$ cat config.mk
export PLATFORM = sky130hd
export DESIGN_NAME = dw_read_downsizer
export DESIGN_NICKNAME = d
export VERILOG_FILES = /design/src/common/dwc_pkg.sv /design/src/logic/ar_arbiter.sv /design/src/logic/ar_dispatch.sv /design/src/logic/dw_read_downsizer.sv /design/src/logic/r_router.sv /design/src/read_unit/read_unit.sv
export SDC_FILE = /design/constraint.sdc
export NUM_CORES = 1
export LEC_CHECK = 0
export BUFFER_PORTS_ARGS = -buffer_cell sky130_fd_sc_hd__buf_2
export CAP_MARGIN = 10
export CORE_UTILIZATION = 30
export DETAILED_ROUTE_END_ITERATION = 6
export SKIP_CTS_REPAIR_TIMING = 1
export SKIP_LAST_GASP = 1
export SLEW_MARGIN = 20
export SYNTH_ARGS = -nofsm -noshare
export SYNTH_HDL_FRONTEND = slang
export SYNTH_SLANG_ARGS = --single-unit
$ cat constraint.sdc
create_clock -name clk_i -period 8.4 [get_ports clk_i]
set_input_delay 0.84 -clock clk_i [delete_from_list [all_inputs] [get_ports clk_i]]
set_output_delay 0.84 -clock clk_i [all_outputs]
set_load 0.01 [all_outputs]
$ cat src/common/dwc_pkg.sv
`default_nettype none

package dwc_pkg;

  // Byte lanes per beat on the wide and the narrow port
  localparam int unsigned UpDataBytes = 8;
  localparam int unsigned DnDataBytes = 4;

  // log2 of the lane counts, as transfer size codes
  localparam int unsigned UpMaxSize = 3;
  localparam int unsigned DnMaxSize = 2;

  localparam int unsigned AddrWidth = 32;
  localparam int unsigned IdWidth   = 4;

  typedef logic [AddrWidth-1:0] addr_t;
  typedef logic [IdWidth-1:0]   id_t;
  typedef logic [7:0]           len_t;
  typedef logic [2:0]           size_t;
  typedef logic [1:0]           resp_t;

  // Encoding order doubles as severity order
  typedef enum logic [1:0] {
    RESP_OKAY,
    RESP_EXOKAY,
    RESP_SLVERR,
    RESP_DECERR
  } resp_e;

  // Read request, used on both ports
  typedef struct packed {
    id_t   id;
    addr_t addr;
    len_t  len;
    size_t size;
  } ar_req_t;

  typedef struct packed {
    id_t                      id;
    logic [8*UpDataBytes-1:0] data;
    resp_t                    resp;
    logic                     last;
  } up_r_t;

  typedef struct packed {
    id_t                      id;
    logic [8*DnDataBytes-1:0] data;
    resp_t                    resp;
    logic                     last;
  } dn_r_t;

  typedef enum logic [1:0] {
    UNIT_IDLE,
    UNIT_PASSTHROUGH,
    UNIT_DOWNSIZE
  } unit_state_e;

endpackage

`default_nettype wire

$ cat src/logic/ar_arbiter.sv
`default_nettype none

module ar_arbiter #(
  parameter int unsigned NumUnits = 4
) (
  input  logic                            clk_i,
  input  logic                            rst_ni,
  input  logic [NumUnits-1:0]             unit_ar_valid_i,
  input  dwc_pkg::ar_req_t [NumUnits-1:0] unit_ar_i,
  output logic [NumUnits-1:0]             unit_ar_ready_o,
  output logic                            dn_ar_valid_o,
  output dwc_pkg::ar_req_t                dn_ar_o,
  input  logic                            dn_ar_ready_i
);

  localparam int unsigned IdxWidth = (NumUnits > 1) ? $clog2(NumUnits) : 1;

  // Last winner, held as the current choice while its request waits
  logic [IdxWidth-1:0] last_q;
  logic                locked_q;
  logic [IdxWidth-1:0] pick;
  logic [IdxWidth-1:0] sel;

  // First requester after the last winner, wrapping around
  always_comb begin
    int idx;
    pick = last_q;
    for (int k = NumUnits; k >= 1; k--) begin
      idx = (int'(last_q) + k) % NumUnits;
      if (unit_ar_valid_i[idx]) begin
        pick = IdxWidth'(idx);
      end
    end
  end

  assign sel           = locked_q ? last_q : pick;
  assign dn_ar_valid_o = unit_ar_valid_i[sel];
  assign dn_ar_o       = unit_ar_i[sel];

  always_comb begin
    for (int i = 0; i < NumUnits; i++) begin
      unit_ar_ready_o[i] = dn_ar_valid_o && dn_ar_ready_i && (sel == IdxWidth'(i));
    end
  end

  always_ff @(posedge clk_i or negedge rst_ni) begin
    if (!rst_ni) begin
      last_q   <= '0;
      locked_q <= 1'b0;
    end else if (dn_ar_valid_o) begin
      last_q   <= sel;
      locked_q <= !dn_ar_ready_i;
    end
  end

endmodule

`default_nettype wire

$ cat src/logic/ar_dispatch.sv
`default_nettype none

module ar_dispatch #(
  parameter int unsigned NumUnits = 4
) (
  input  logic                         up_ar_valid_i,
  input  dwc_pkg::ar_req_t             up_ar_i,
  input  logic [NumUnits-1:0]          unit_busy_i,
  input  dwc_pkg::id_t [NumUnits-1:0]  unit_id_i,
  output logic                         up_ar_ready_o,
  output logic [NumUnits-1:0]          unit_grant_o
);

  localparam int unsigned IdxWidth = (NumUnits > 1) ? $clog2(NumUnits) : 1;

  logic [NumUnits-1:0] id_match;
  logic [IdxWidth-1:0] target_idx;

  // A busy unit already holding this id
  always_comb begin
    for (int i = 0; i < NumUnits; i++) begin
      id_match[i] = unit_busy_i[i] && (unit_id_i[i] == up_ar_i.id);
    end
  end

  always_comb begin
    target_idx = '0;
    // Lowest idle unit by default
    for (int i = NumUnits - 1; i >= 0; i--) begin
      if (!unit_busy_i[i]) begin
        target_idx = IdxWidth'(i);
      end
    end
    // Same id must queue behind the unit that holds it
    if (|id_match) begin
      for (int i = NumUnits - 1; i >= 0; i--) begin
        if (id_match[i]) begin
          target_idx = IdxWidth'(i);
        end
      end
    end
  end

  // Stall unless the target can take the request now
  assign up_ar_ready_o = !unit_busy_i[target_idx];

  always_comb begin
    for (int i = 0; i < NumUnits; i++) begin
      unit_grant_o[i] = up_ar_valid_i && up_ar_ready_o && (target_idx == IdxWidth'(i));
    end
  end

endmodule

`default_nettype wire

$ cat src/logic/dw_read_downsizer.sv
`default_nettype none

module dw_read_downsizer #(
  parameter int unsigned NumUnits = 4
) (
  input  logic             clk_i,
  input  logic             rst_ni,
  // Wide upstream port
  input  logic             up_ar_valid_i,
  input  dwc_pkg::ar_req_t up_ar_i,
  output logic             up_ar_ready_o,
  output logic             up_r_valid_o,
  output dwc_pkg::up_r_t   up_r_o,
  input  logic             up_r_ready_i,
  // Narrow downstream port
  output logic             dn_ar_valid_o,
  output dwc_pkg::ar_req_t dn_ar_o,
  input  logic             dn_ar_ready_i,
  input  logic             dn_r_valid_i,
  input  dwc_pkg::dn_r_t   dn_r_i,
  output logic             dn_r_ready_o
);

  import dwc_pkg::*;

  logic    [NumUnits-1:0] unit_grant;
  logic    [NumUnits-1:0] unit_busy;
  id_t     [NumUnits-1:0] unit_id;
  logic    [NumUnits-1:0] unit_ar_valid;
  ar_req_t [NumUnits-1:0] unit_ar;
  logic    [NumUnits-1:0] unit_ar_ready;
  logic    [NumUnits-1:0] unit_dn_r_valid;
  logic    [NumUnits-1:0] unit_dn_r_ready;
  logic    [NumUnits-1:0] unit_up_r_valid;
  up_r_t   [NumUnits-1:0] unit_up_r;
  logic    [NumUnits-1:0] unit_up_r_grant;

  ar_dispatch #(
    .NumUnits (NumUnits)
  ) ar_dispatch_i (
    .up_ar_valid_i (up_ar_valid_i),
    .up_ar_i       (up_ar_i),
    .unit_busy_i   (unit_busy),
    .unit_id_i     (unit_id),
    .up_ar_ready_o (up_ar_ready_o),
    .unit_grant_o  (unit_grant)
  );

  for (genvar i = 0; i < NumUnits; i++) begin : gen_units
    read_unit read_unit_i (
      .clk_i         (clk_i),
      .rst_ni        (rst_ni),
      .grant_i       (unit_grant[i]),
      .ar_i          (up_ar_i),
      .busy_o        (unit_busy[i]),
      .id_o          (unit_id[i]),
      .dn_ar_valid_o (unit_ar_valid[i]),
      .dn_ar_o       (unit_ar[i]),
      .dn_ar_ready_i (unit_ar_ready[i]),
      .dn_r_valid_i  (unit_dn_r_valid[i]),
      .dn_r_i        (dn_r_i),
      .dn_r_ready_o  (unit_dn_r_ready[i]),
      .up_r_valid_o  (unit_up_r_valid[i]),
      .up_r_o        (unit_up_r[i]),
      .up_r_grant_i  (unit_up_r_grant[i])
    );
  end

  ar_arbiter #(
    .NumUnits (NumUnits)
  ) ar_arbiter_i (
    .clk_i           (clk_i),
    .rst_ni          (rst_ni),
    .unit_ar_valid_i (unit_ar_valid),
    .unit_ar_i       (unit_ar),
    .unit_ar_ready_o (unit_ar_ready),
    .dn_ar_valid_o   (dn_ar_valid_o),
    .dn_ar_o         (dn_ar_o),
    .dn_ar_ready_i   (dn_ar_ready_i)
  );

  r_router #(
    .NumUnits (NumUnits)
  ) r_router_i (
    .clk_i             (clk_i),
    .rst_ni            (rst_ni),
    .dn_r_valid_i      (dn_r_valid_i),
    .dn_r_i            (dn_r_i),
    .dn_r_ready_o      (dn_r_ready_o),
    .unit_busy_i       (unit_busy),
    .unit_id_i         (unit_id),
    .unit_dn_r_valid_o (unit_dn_r_valid),
    .unit_dn_r_ready_i (unit_dn_r_ready),
    .unit_up_r_valid_i (unit_up_r_valid),
    .unit_up_r_i       (unit_up_r),
    .unit_up_r_grant_o (unit_up_r_grant),
    .up_r_valid_o      (up_r_valid_o),
    .up_r_o            (up_r_o),
    .up_r_ready_i      (up_r_ready_i)
  );

endmodule

`default_nettype wire

$ cat src/logic/r_router.sv
`default_nettype none

module r_router #(
  parameter int unsigned NumUnits = 4
) (
  input  logic                          clk_i,
  input  logic                          rst_ni,
  input  logic                          dn_r_valid_i,
  input  dwc_pkg::dn_r_t                dn_r_i,
  output logic                          dn_r_ready_o,
  input  logic [NumUnits-1:0]           unit_busy_i,
  input  dwc_pkg::id_t [NumUnits-1:0]   unit_id_i,
  output logic [NumUnits-1:0]           unit_dn_r_valid_o,
  input  logic [NumUnits-1:0]           unit_dn_r_ready_i,
  input  logic [NumUnits-1:0]           unit_up_r_valid_i,
  input  dwc_pkg::up_r_t [NumUnits-1:0] unit_up_r_i,
  output logic [NumUnits-1:0]           unit_up_r_grant_o,
  output logic                          up_r_valid_o,
  output dwc_pkg::up_r_t                up_r_o,
  input  logic                          up_r_ready_i
);

  localparam int unsigned IdxWidth = (NumUnits > 1) ? $clog2(NumUnits) : 1;

  logic [NumUnits-1:0] id_match;
  logic [IdxWidth-1:0] last_q;
  logic                locked_q;
  logic [IdxWidth-1:0] pick;
  logic [IdxWidth-1:0] sel;

  // Only one busy unit can hold a given id
  always_comb begin
    for (int i = 0; i < NumUnits; i++) begin
      id_match[i] = unit_busy_i[i] && (unit_id_i[i] == dn_r_i.id);
    end
  end

  assign unit_dn_r_valid_o = {NumUnits{dn_r_valid_i}} & id_match;
  assign dn_r_ready_o      = |(unit_dn_r_ready_i & id_match);

  // Upstream side, round-robin from the last winner
  always_comb begin
    int idx;
    pick = last_q;
    for (int k = NumUnits; k >= 1; k--) begin
      idx = (int'(last_q) + k) % NumUnits;
      if (unit_up_r_valid_i[idx]) begin
        pick = IdxWidth'(idx);
      end
    end
  end

  // Lock-in keeps a stalled winner selected
  assign sel          = locked_q ? last_q : pick;
  assign up_r_valid_o = unit_up_r_valid_i[sel];
  assign up_r_o       = unit_up_r_i[sel];

  always_comb begin
    for (int i = 0; i < NumUnits; i++) begin
      unit_up_r_grant_o[i] = up_r_valid_o && up_r_ready_i && (sel == IdxWidth'(i));
    end
  end

  always_ff @(posedge clk_i or negedge rst_ni) begin
    if (!rst_ni) begin
      last_q   <= '0;
      locked_q <= 1'b0;
    end else if (up_r_valid_o) begin
      last_q   <= sel;
      locked_q <= !up_r_ready_i;
    end
  end

endmodule

`default_nettype wire

$ cat src/read_unit/read_unit.sv
`default_nettype none

module read_unit (
  input  logic             clk_i,
  input  logic             rst_ni,
  input  logic             grant_i,
  input  dwc_pkg::ar_req_t ar_i,
  output logic             busy_o,
  output dwc_pkg::id_t     id_o,
  output logic             dn_ar_valid_o,
  output dwc_pkg::ar_req_t dn_ar_o,
  input  logic             dn_ar_ready_i,
  input  logic             dn_r_valid_i,
  input  dwc_pkg::dn_r_t   dn_r_i,
  output logic             dn_r_ready_o,
  output logic             up_r_valid_o,
  output dwc_pkg::up_r_t   up_r_o,
  input  logic             up_r_grant_i
);

  import dwc_pkg::*;

  unit_state_e state_q;
  logic        ar_pending_q;
  logic        half_q;

  ar_req_t                  req_q;
  size_t                    orig_size_q;
  len_t                     beats_q;
  addr_t                    addr_q;
  logic [8*DnDataBytes-1:0] half_data_q;
  resp_e                    worst_q;

  logic                     to_downsize;
  logic                     first_half;
  logic                     up_hs;
  addr_t                    ar_addr_aligned;
  addr_t                    size_mask;
  resp_e                    dn_resp;
  logic [8*DnDataBytes-1:0] lane_data;

  assign busy_o        = (state_q != UNIT_IDLE);
  assign id_o          = req_q.id;
  assign dn_ar_valid_o = ar_pending_q;
  assign dn_ar_o       = req_q;

  assign to_downsize     = (ar_i.size == size_t'(UpMaxSize));
  assign ar_addr_aligned = ar_i.addr & ~((addr_t'(1) << ar_i.size) - addr_t'(1));
  assign size_mask       = (addr_t'(1) << orig_size_q) - addr_t'(1);
  assign dn_resp         = resp_e'(dn_r_i.resp);

  // Lower half of a pair, stored and acked without upstream
  assign first_half = (state_q == UNIT_DOWNSIZE) && !half_q;
  assign up_hs      = up_r_valid_o && up_r_grant_i;

  // Keep only the lanes the narrow transfer addresses
  always_comb begin
    lane_data = '0;
    for (int b = 0; b < DnDataBytes; b++) begin
      if ((b >= int'(addr_q[DnMaxSize-1:0])) &&
          (b < int'(addr_q[DnMaxSize-1:0]) + (1 << orig_size_q))) begin
        lane_data[8*b +: 8] = dn_r_i.data[8*b +: 8];
      end
    end
  end

  always_comb begin
    up_r_valid_o = 1'b0;
    dn_r_ready_o = 1'b0;
    up_r_o.id    = req_q.id;
    up_r_o.data  = '0;
    up_r_o.resp  = dn_r_i.resp;
    up_r_o.last  = (beats_q == '0);
    case (state_q)
      UNIT_PASSTHROUGH: begin
        up_r_valid_o = dn_r_valid_i;
        dn_r_ready_o = up_r_grant_i;
        // Address bit 2 picks the upper or lower word of the wide beat
        if (addr_q[DnMaxSize]) begin
          up_r_o.data = {lane_data, {(8*DnDataBytes){1'b0}}};
        end else begin
          up_r_o.data = {{(8*DnDataBytes){1'b0}}, lane_data};
        end
      end
      UNIT_DOWNSIZE: begin
        if (first_half) begin
          dn_r_ready_o = 1'b1;
        end else begin
          up_r_valid_o = dn_r_valid_i;
          dn_r_ready_o = up_r_grant_i;
          up_r_o.data  = {dn_r_i.data, half_data_q};
          // Report the worse of the two halves
          if (worst_q > dn_resp) begin
            up_r_o.resp = resp_t'(worst_q);
          end
        end
      end
      default: begin
      end
    endcase
  end

  always_ff @(posedge clk_i or negedge rst_ni) begin
    if (!rst_ni) begin
      state_q      <= UNIT_IDLE;
      ar_pending_q <= 1'b0;
      half_q       <= 1'b0;
    end else if (state_q == UNIT_IDLE) begin
      if (grant_i) begin
        state_q      <= to_downsize ? UNIT_DOWNSIZE : UNIT_PASSTHROUGH;
        ar_pending_q <= 1'b1;
      end
    end else begin
      if (ar_pending_q && dn_ar_ready_i) begin
        ar_pending_q <= 1'b0;
      end
      if (dn_r_valid_i && first_half) begin
        half_q <= 1'b1;
      end
      if (up_hs) begin
        half_q <= 1'b0;
        if (beats_q == '0) begin
          state_q <= UNIT_IDLE;
        end
      end
    end
  end

  always_ff @(posedge clk_i) begin
    if ((state_q == UNIT_IDLE) && grant_i) begin
      req_q       <= ar_i;
      req_q.addr  <= ar_addr_aligned;
      orig_size_q <= ar_i.size;
      beats_q     <= ar_i.len;
      addr_q      <= ar_addr_aligned;
      // Twice as many narrow beats: 2*(len+1)-1
      if (to_downsize) begin
        req_q.len  <= {ar_i.len[6:0], 1'b1};
        req_q.size <= size_t'(DnMaxSize);
      end
    end
    if (dn_r_valid_i && first_half) begin
      half_data_q <= dn_r_i.data;
      worst_q     <= dn_resp;
    end
    if (up_hs) begin
      beats_q <= beats_q - len_t'(1);
      addr_q  <= (addr_q & ~size_mask) + size_mask + addr_t'(1);
    end
  end

endmodule

`default_nettype wire
=== Word-level counts from Yosys, hierarchy flattened ===
Cells that the tools add are included.

* Word-level logic and storage cells: 437
* Bits of input ports: 92
* Register bits after elaboration: 518
* Output and inout port bits: 122

* $lt $le $gt $ge: 43
* Bitwise operators: 16
* Multiplexer cells: 151
* Shift operators: 5
* Eq/ne operators: 30
* Add/subtract/negate cells: 29
* Reductions and logical operators: 111

{| class="wikitable"
|+ Operators by type and width
! cell !! count
|-
| $pmux 64 s2 || 4
|-
| $mux 66 || 4
|-
| $lt 3x32->1 const A || 8
|-
| $mux 32 || 8
|-
| $mux 64 || 4
|-
| $mux 8 || 24
|-
| $and 32x32->32 || 5
|-
| $not 32->32 || 5
|-
| $shl 1x3->32 const A || 5
|-
| $sub 32x1->32 const B || 5
|-
| $bmux 71 s2 || 1
|-
| $add 3x32->32 || 4
|-
| $add 32x1->32 const B || 4
|-
| $add 32x32->32 || 4
|-
| $lt 1x32->1 const A || 4
|-
| $lt 2x32->1 const A || 4
|-
| $bmux 47 s2 || 1
|-
| $mux 2 || 44
|-
| $mux 71 || 1
|-
| $logic_and 1x1->1 || 55
|-
| $reduce_bool 2->1 || 24
|-
| $mux 47 || 1
|-
| $mux 1 || 39
|-
| $lt 2x3->1 const B || 11
|-
| 22 further kinds || 116
|}

=== Longest topological paths before layout ===
* Depth after elaboration: 20
* Gate-level depth with buffers: 13

=== Cells and area by module ===
Synthesis repeated with hierarchy kept, for this count alone.

* Cell total of the unflattened synthesis: 1950
* Area, all modules: 23995.5 µm²

{| class="wikitable"
|+ By module, submodules not included
! module !! area each (µm²) !! sequential area each (µm²) !! cells an instance !! times used
|-
| read_unit at gen_units[2].read_unit_i || 4873.4 || 2952.8 || 402 || 1
|-
| read_unit at gen_units[0].read_unit_i || 4872.2 || 2952.8 || 402 || 1
|-
| read_unit at gen_units[3].read_unit_i || 4814.6 || 2952.8 || 385 || 1
|-
| read_unit at gen_units[1].read_unit_i || 4798.4 || 2952.8 || 387 || 1
|-
| r_router || 2566.2 || 75.1 || 194 || 1
|-
| ar_arbiter || 1717.9 || 75.1 || 134 || 1
|-
| ar_dispatch || 352.8 || 0.0 || 46 || 1
|}

=== Worst setup path after synthesis ===
No wires, ideal clock.

* Path type: input-to-reg
* Start: input dn_r_i[36] (netlist bit)
* End: register gen_units[1].read_unit_i.half_data_q[0] (enable)
* Path buffers: 1
* Library setup time: 0.475 ns
* Arrival time: 4.288 ns
* Stages: 6
* Path slack: 3.637 ns
* Data required time: 7.925 ns
* Path through: buf_6 -> xor2_1 -> or4_4 -> nor2_1 -> nand2_1 -> nor3b_1

* Word-level cells in the longest chain between the ends: 4

{| class="wikitable"
|+ Ends and longest elaborated chain
! what !! line !! RTL
|-
| start, declared || dw_read_downsizer.sv:20 || <nowiki>input dwc_pkg::dn_r_t dn_r_i,</nowiki>
|-
| $eq 4x4->1 || r_router.sv:34 || <nowiki>id_match[i] = unit_busy_i[i] && (unit_id_i[i] == dn_r_i.id);</nowiki>
|-
| $logic_and 1x1->1 || r_router.sv:34 ||
|-
| $and 4x4->4 || r_router.sv:38 || <nowiki>assign unit_dn_r_valid_o = {NumUnits{dn_r_valid_i}} & id_match;</nowiki>
|-
| $logic_and 1x1->1 || read_unit.sv:142 || <nowiki>if (dn_r_valid_i && first_half) begin</nowiki>
|-
| end signal, assigned || read_unit.sv:143 || <nowiki>half_data_q <= dn_r_i.data;</nowiki>
|-
| end, declared || read_unit.sv:31 || <nowiki>logic [8*DnDataBytes-1:0] half_data_q;</nowiki>
|}

Every way passes these cells.
A chain may end at the register's enable or synchronous reset.

==> flow_metrics.tcl <==
set metrics [dict create \
    hpwl_mm 36.4 \
    place_congestion 0.851 \
    maxSlewViolCount 0 \
    ir_drop_mv 0.172 \
    final_cell_area_um2 23500 \
    powerDensity_nw_per_um2 194 \
    ant_nets 0 \
    num-fill-cells 6454 \
    clkTransAtPathRegs_ns 0.06 \
    track_usage_pct 16.2 \
    synth_top_area_share_pct 56.9 \
    port_buffers 212 \
    root_buffer "clkbuf_16" \
    drt-pass1-iter-count 7 \
    syn_area_um2 20000 \
    ys_seq_area_share_pct 59.7 \
    drc_errors 44 \
    synth_area_leaders "edfxtp_1 57%, nand2_1 4.8%, ha_1 3.1%" \
    grt-ovfl-total 0 \
    die_h_um 260 \
    fin_crit_sh_pct 71.5 \
    routedWlPerCell_um 20.4 \
    async_flop_share_pct 5.47 \
    syn_to_final_growth_pct 17.4 \
    tightestPinTransition_ns 1.13 \
    start_util_pct 30.4 \
    drive_above_1_share_pct 19.8 \
    fin_crit_ns 6.01 \
    place_area_um2 22100 \
    finalClockSkew_ns 0.0177 \
    synth_top_area_cell "edfxtp_1" \
    cap_violations 0 \
    syn_nets 1811 \
    synth_common_cells "380 x edfxtp_1, 257 x nand2_1, 81 x clkbuf_1" \
    fin_setup_tns_ns 0 \
    synthCells 1666 \
    fin_nets 2002 \
    grt_max_degree 98 \
    rsz0062_at_grt "no" \
    antenna_found_initial 6 \
    hp-class "in2async" \
    core_area_um2 66000 \
    cts_tree "done" \
    first_global_vias 14300 \
    synth-edff-count 380 \
    yosys_warnings 0 \
    numCtsBuffers 43 \
    seqCellArea_um2 12000 \
    yosysUniqueCellTypes 79 \
    cts_max_level 2 \
    max_freq_mhz 167 \
    num_vias 14700 \
    io_pins 214 \
    cp-end-kind "output port" \
    final_hold_viol_count 0 \
    ys.flop_type "edfxtp_1" \
    clock_path_buffers 3 \
    clock-sinks 402 \
    grt_pass1_wl_mm 84.7 \
    status "complete, but fails checks" \
    multi_input_area_um2 7460 \
    row_count 94 \
    dieWidth_um 260 \
    syn-mean-instance-area_um2 12.0 \
    drt-initial-drc-count 1214 \
    cp-start-kind "flip-flop" \
    fp.dieArea_um2 67800 \
    crit_type "reg2out" \
    wl_mm 56.2 \
    violations "design-rule violations" \
    cp.arrival_ns 5.17 \
    viasPerCell 5.32 \
    ys_seq_elements 402 \
    yosysMostFrequentCell "edfxtp_1" \
    worstSkewPairLatency_ns 0.57 \
    slew_headroom_pct 23.7 \
    cp_max_fo 23 \
    p_leak_nw 8.53 \
    required_ns 7.56 \
    final-setup-viol-count 0 \
    n_antenna_cell 0 \
]
[where the power goes]
group	internal [mW]	switching, mW
registers	2.27	0.0369
clock network	1.14	0.782
logic	0.113	0.219
[sequential cells by signal, summed over array words and instances (netlist names)]
signal,cells
gen_units.read_unit_i.dn_ar_o,172
ar_arbiter_i.locked_q,1
r_router_i.last_q,2
gen_units.read_unit_i.worst_q,8
gen_units.read_unit_i.beats_q,32
gen_units.read_unit_i.half_q,4
gen_units.read_unit_i.state_q,8
gen_units.read_unit_i.orig_size_q,12
gen_units.read_unit_i.dn_ar_valid_o,4
gen_units.read_unit_i.half_data_q,128
gen_units.read_unit_i.id_o,16
ar_arbiter_i.last_q,2
r_router_i.locked_q,1
gen_units.read_unit_i.addr_q,12
[critical path, stage by stage (launching register included)]
cell      delay [ns]
dfrtp_1         0.39
inv_1           0.08
ha_1            0.48
nand2_1         0.10
nor4bb_1        0.33
nand2_1         0.20
a221oi_2        0.41
o22ai_2         0.38
inv_1           0.72
a211oi_1        0.12
a211oi_1        0.94
a21boi_0        0.22
buf_2           0.21
[area by class of cell]
cell class | count | share of cell area (%)
repair buffers | 250 | 5.81
inverters | 68 | 1.09
well taps | 864 | 4.59
clock inverters | 26 | 1.21
flip-flops and latches | 402 | 50.8
multi-input cells | 1092 | 31.7
clock buffers | 50 | 4.78
[metrics by stage]
stage	util, %	power, mW	std cells	setup slack [ns]	hold slack [ns]
finish	35.7	4.56	2752	2.39	0.270
floorplan	-	2.54	1666	3.64	0.500
detailed placement	33.5	2.68	2676	2.54	0.552
global route	35.7	4.72	2752	2.06	0.289
CTS	35.6	4.61	2752	2.13	0.262
global placement	33.5	2.67	2675	2.67	0.525
[layer usage]
| metal | global-route usage [%] | vias to the layer above | part of all wire (%) |
|---|---|---|---|
| met4 | 4.76 | 12 | 2.3 |
| met5 | 0 | - | 0.12 |
| met2 | 27.2 | 492 | 48 |
| li1 | - | 6764 | - |
| met1 | 20.4 | 7286 | 42 |
| met3 | 4.25 | 96 | 7.8 |
[placed cells by master (no fill, tap or decap), drive strengths merged, types with 22 or more instances in the layout]
cell    instances
edfxtp        380
nand2         258
buf           250
inv            67
a22o           65
a22oi          65
a31oi          56
and3           53
nor2           53
clkbuf         50
ha             49
o21ai          37
a21boi         36
o22ai          35
a221o          33
a211oi         32
nor3           32
xnor2          30
xor2           28
mux2           26
dfrtp          22
[cell families (layout without fill, tap and decap cells)]
logic type      Yosys count  count (layout)  synth area share (%)
flops                   402             402                  59.7
xor+xnor                 58              58                  2.53
compound gates          424             424                  15.9
fa+ha+maj                53              53                  3.46
simple gates            511             511                  12.3
mux                      46              46                  2.57
buf+inv                 172             394                  3.60
[final timing paths]
path	depth (start not counted)	startpoint	slack [ns]	endpoint
setup / recovery	12	gen_units[3].read_unit_i.state_q[1]	2.39	up_r_o[55]
hold / removal	1	rst_ni	0.27	ar_arbiter_i.last_q[0]
setup reg to reg	10	gen_units[0].read_unit_i.state_q[0]	4.10	gen_units[3].read_unit_i.addr_q[1]
hold reg to reg	2	gen_units[0].read_unit_i.half_q	0.57	gen_units[0].read_unit_i.half_q
max in group asynchronous	1	rst_ni	7.72	gen_units[2].read_unit_i.half_q
min in group clk_i	1	up_ar_i[31]	0.48	gen_units[3].read_unit_i.dn_ar_o[31]
(Power assumes the default switching activity.)
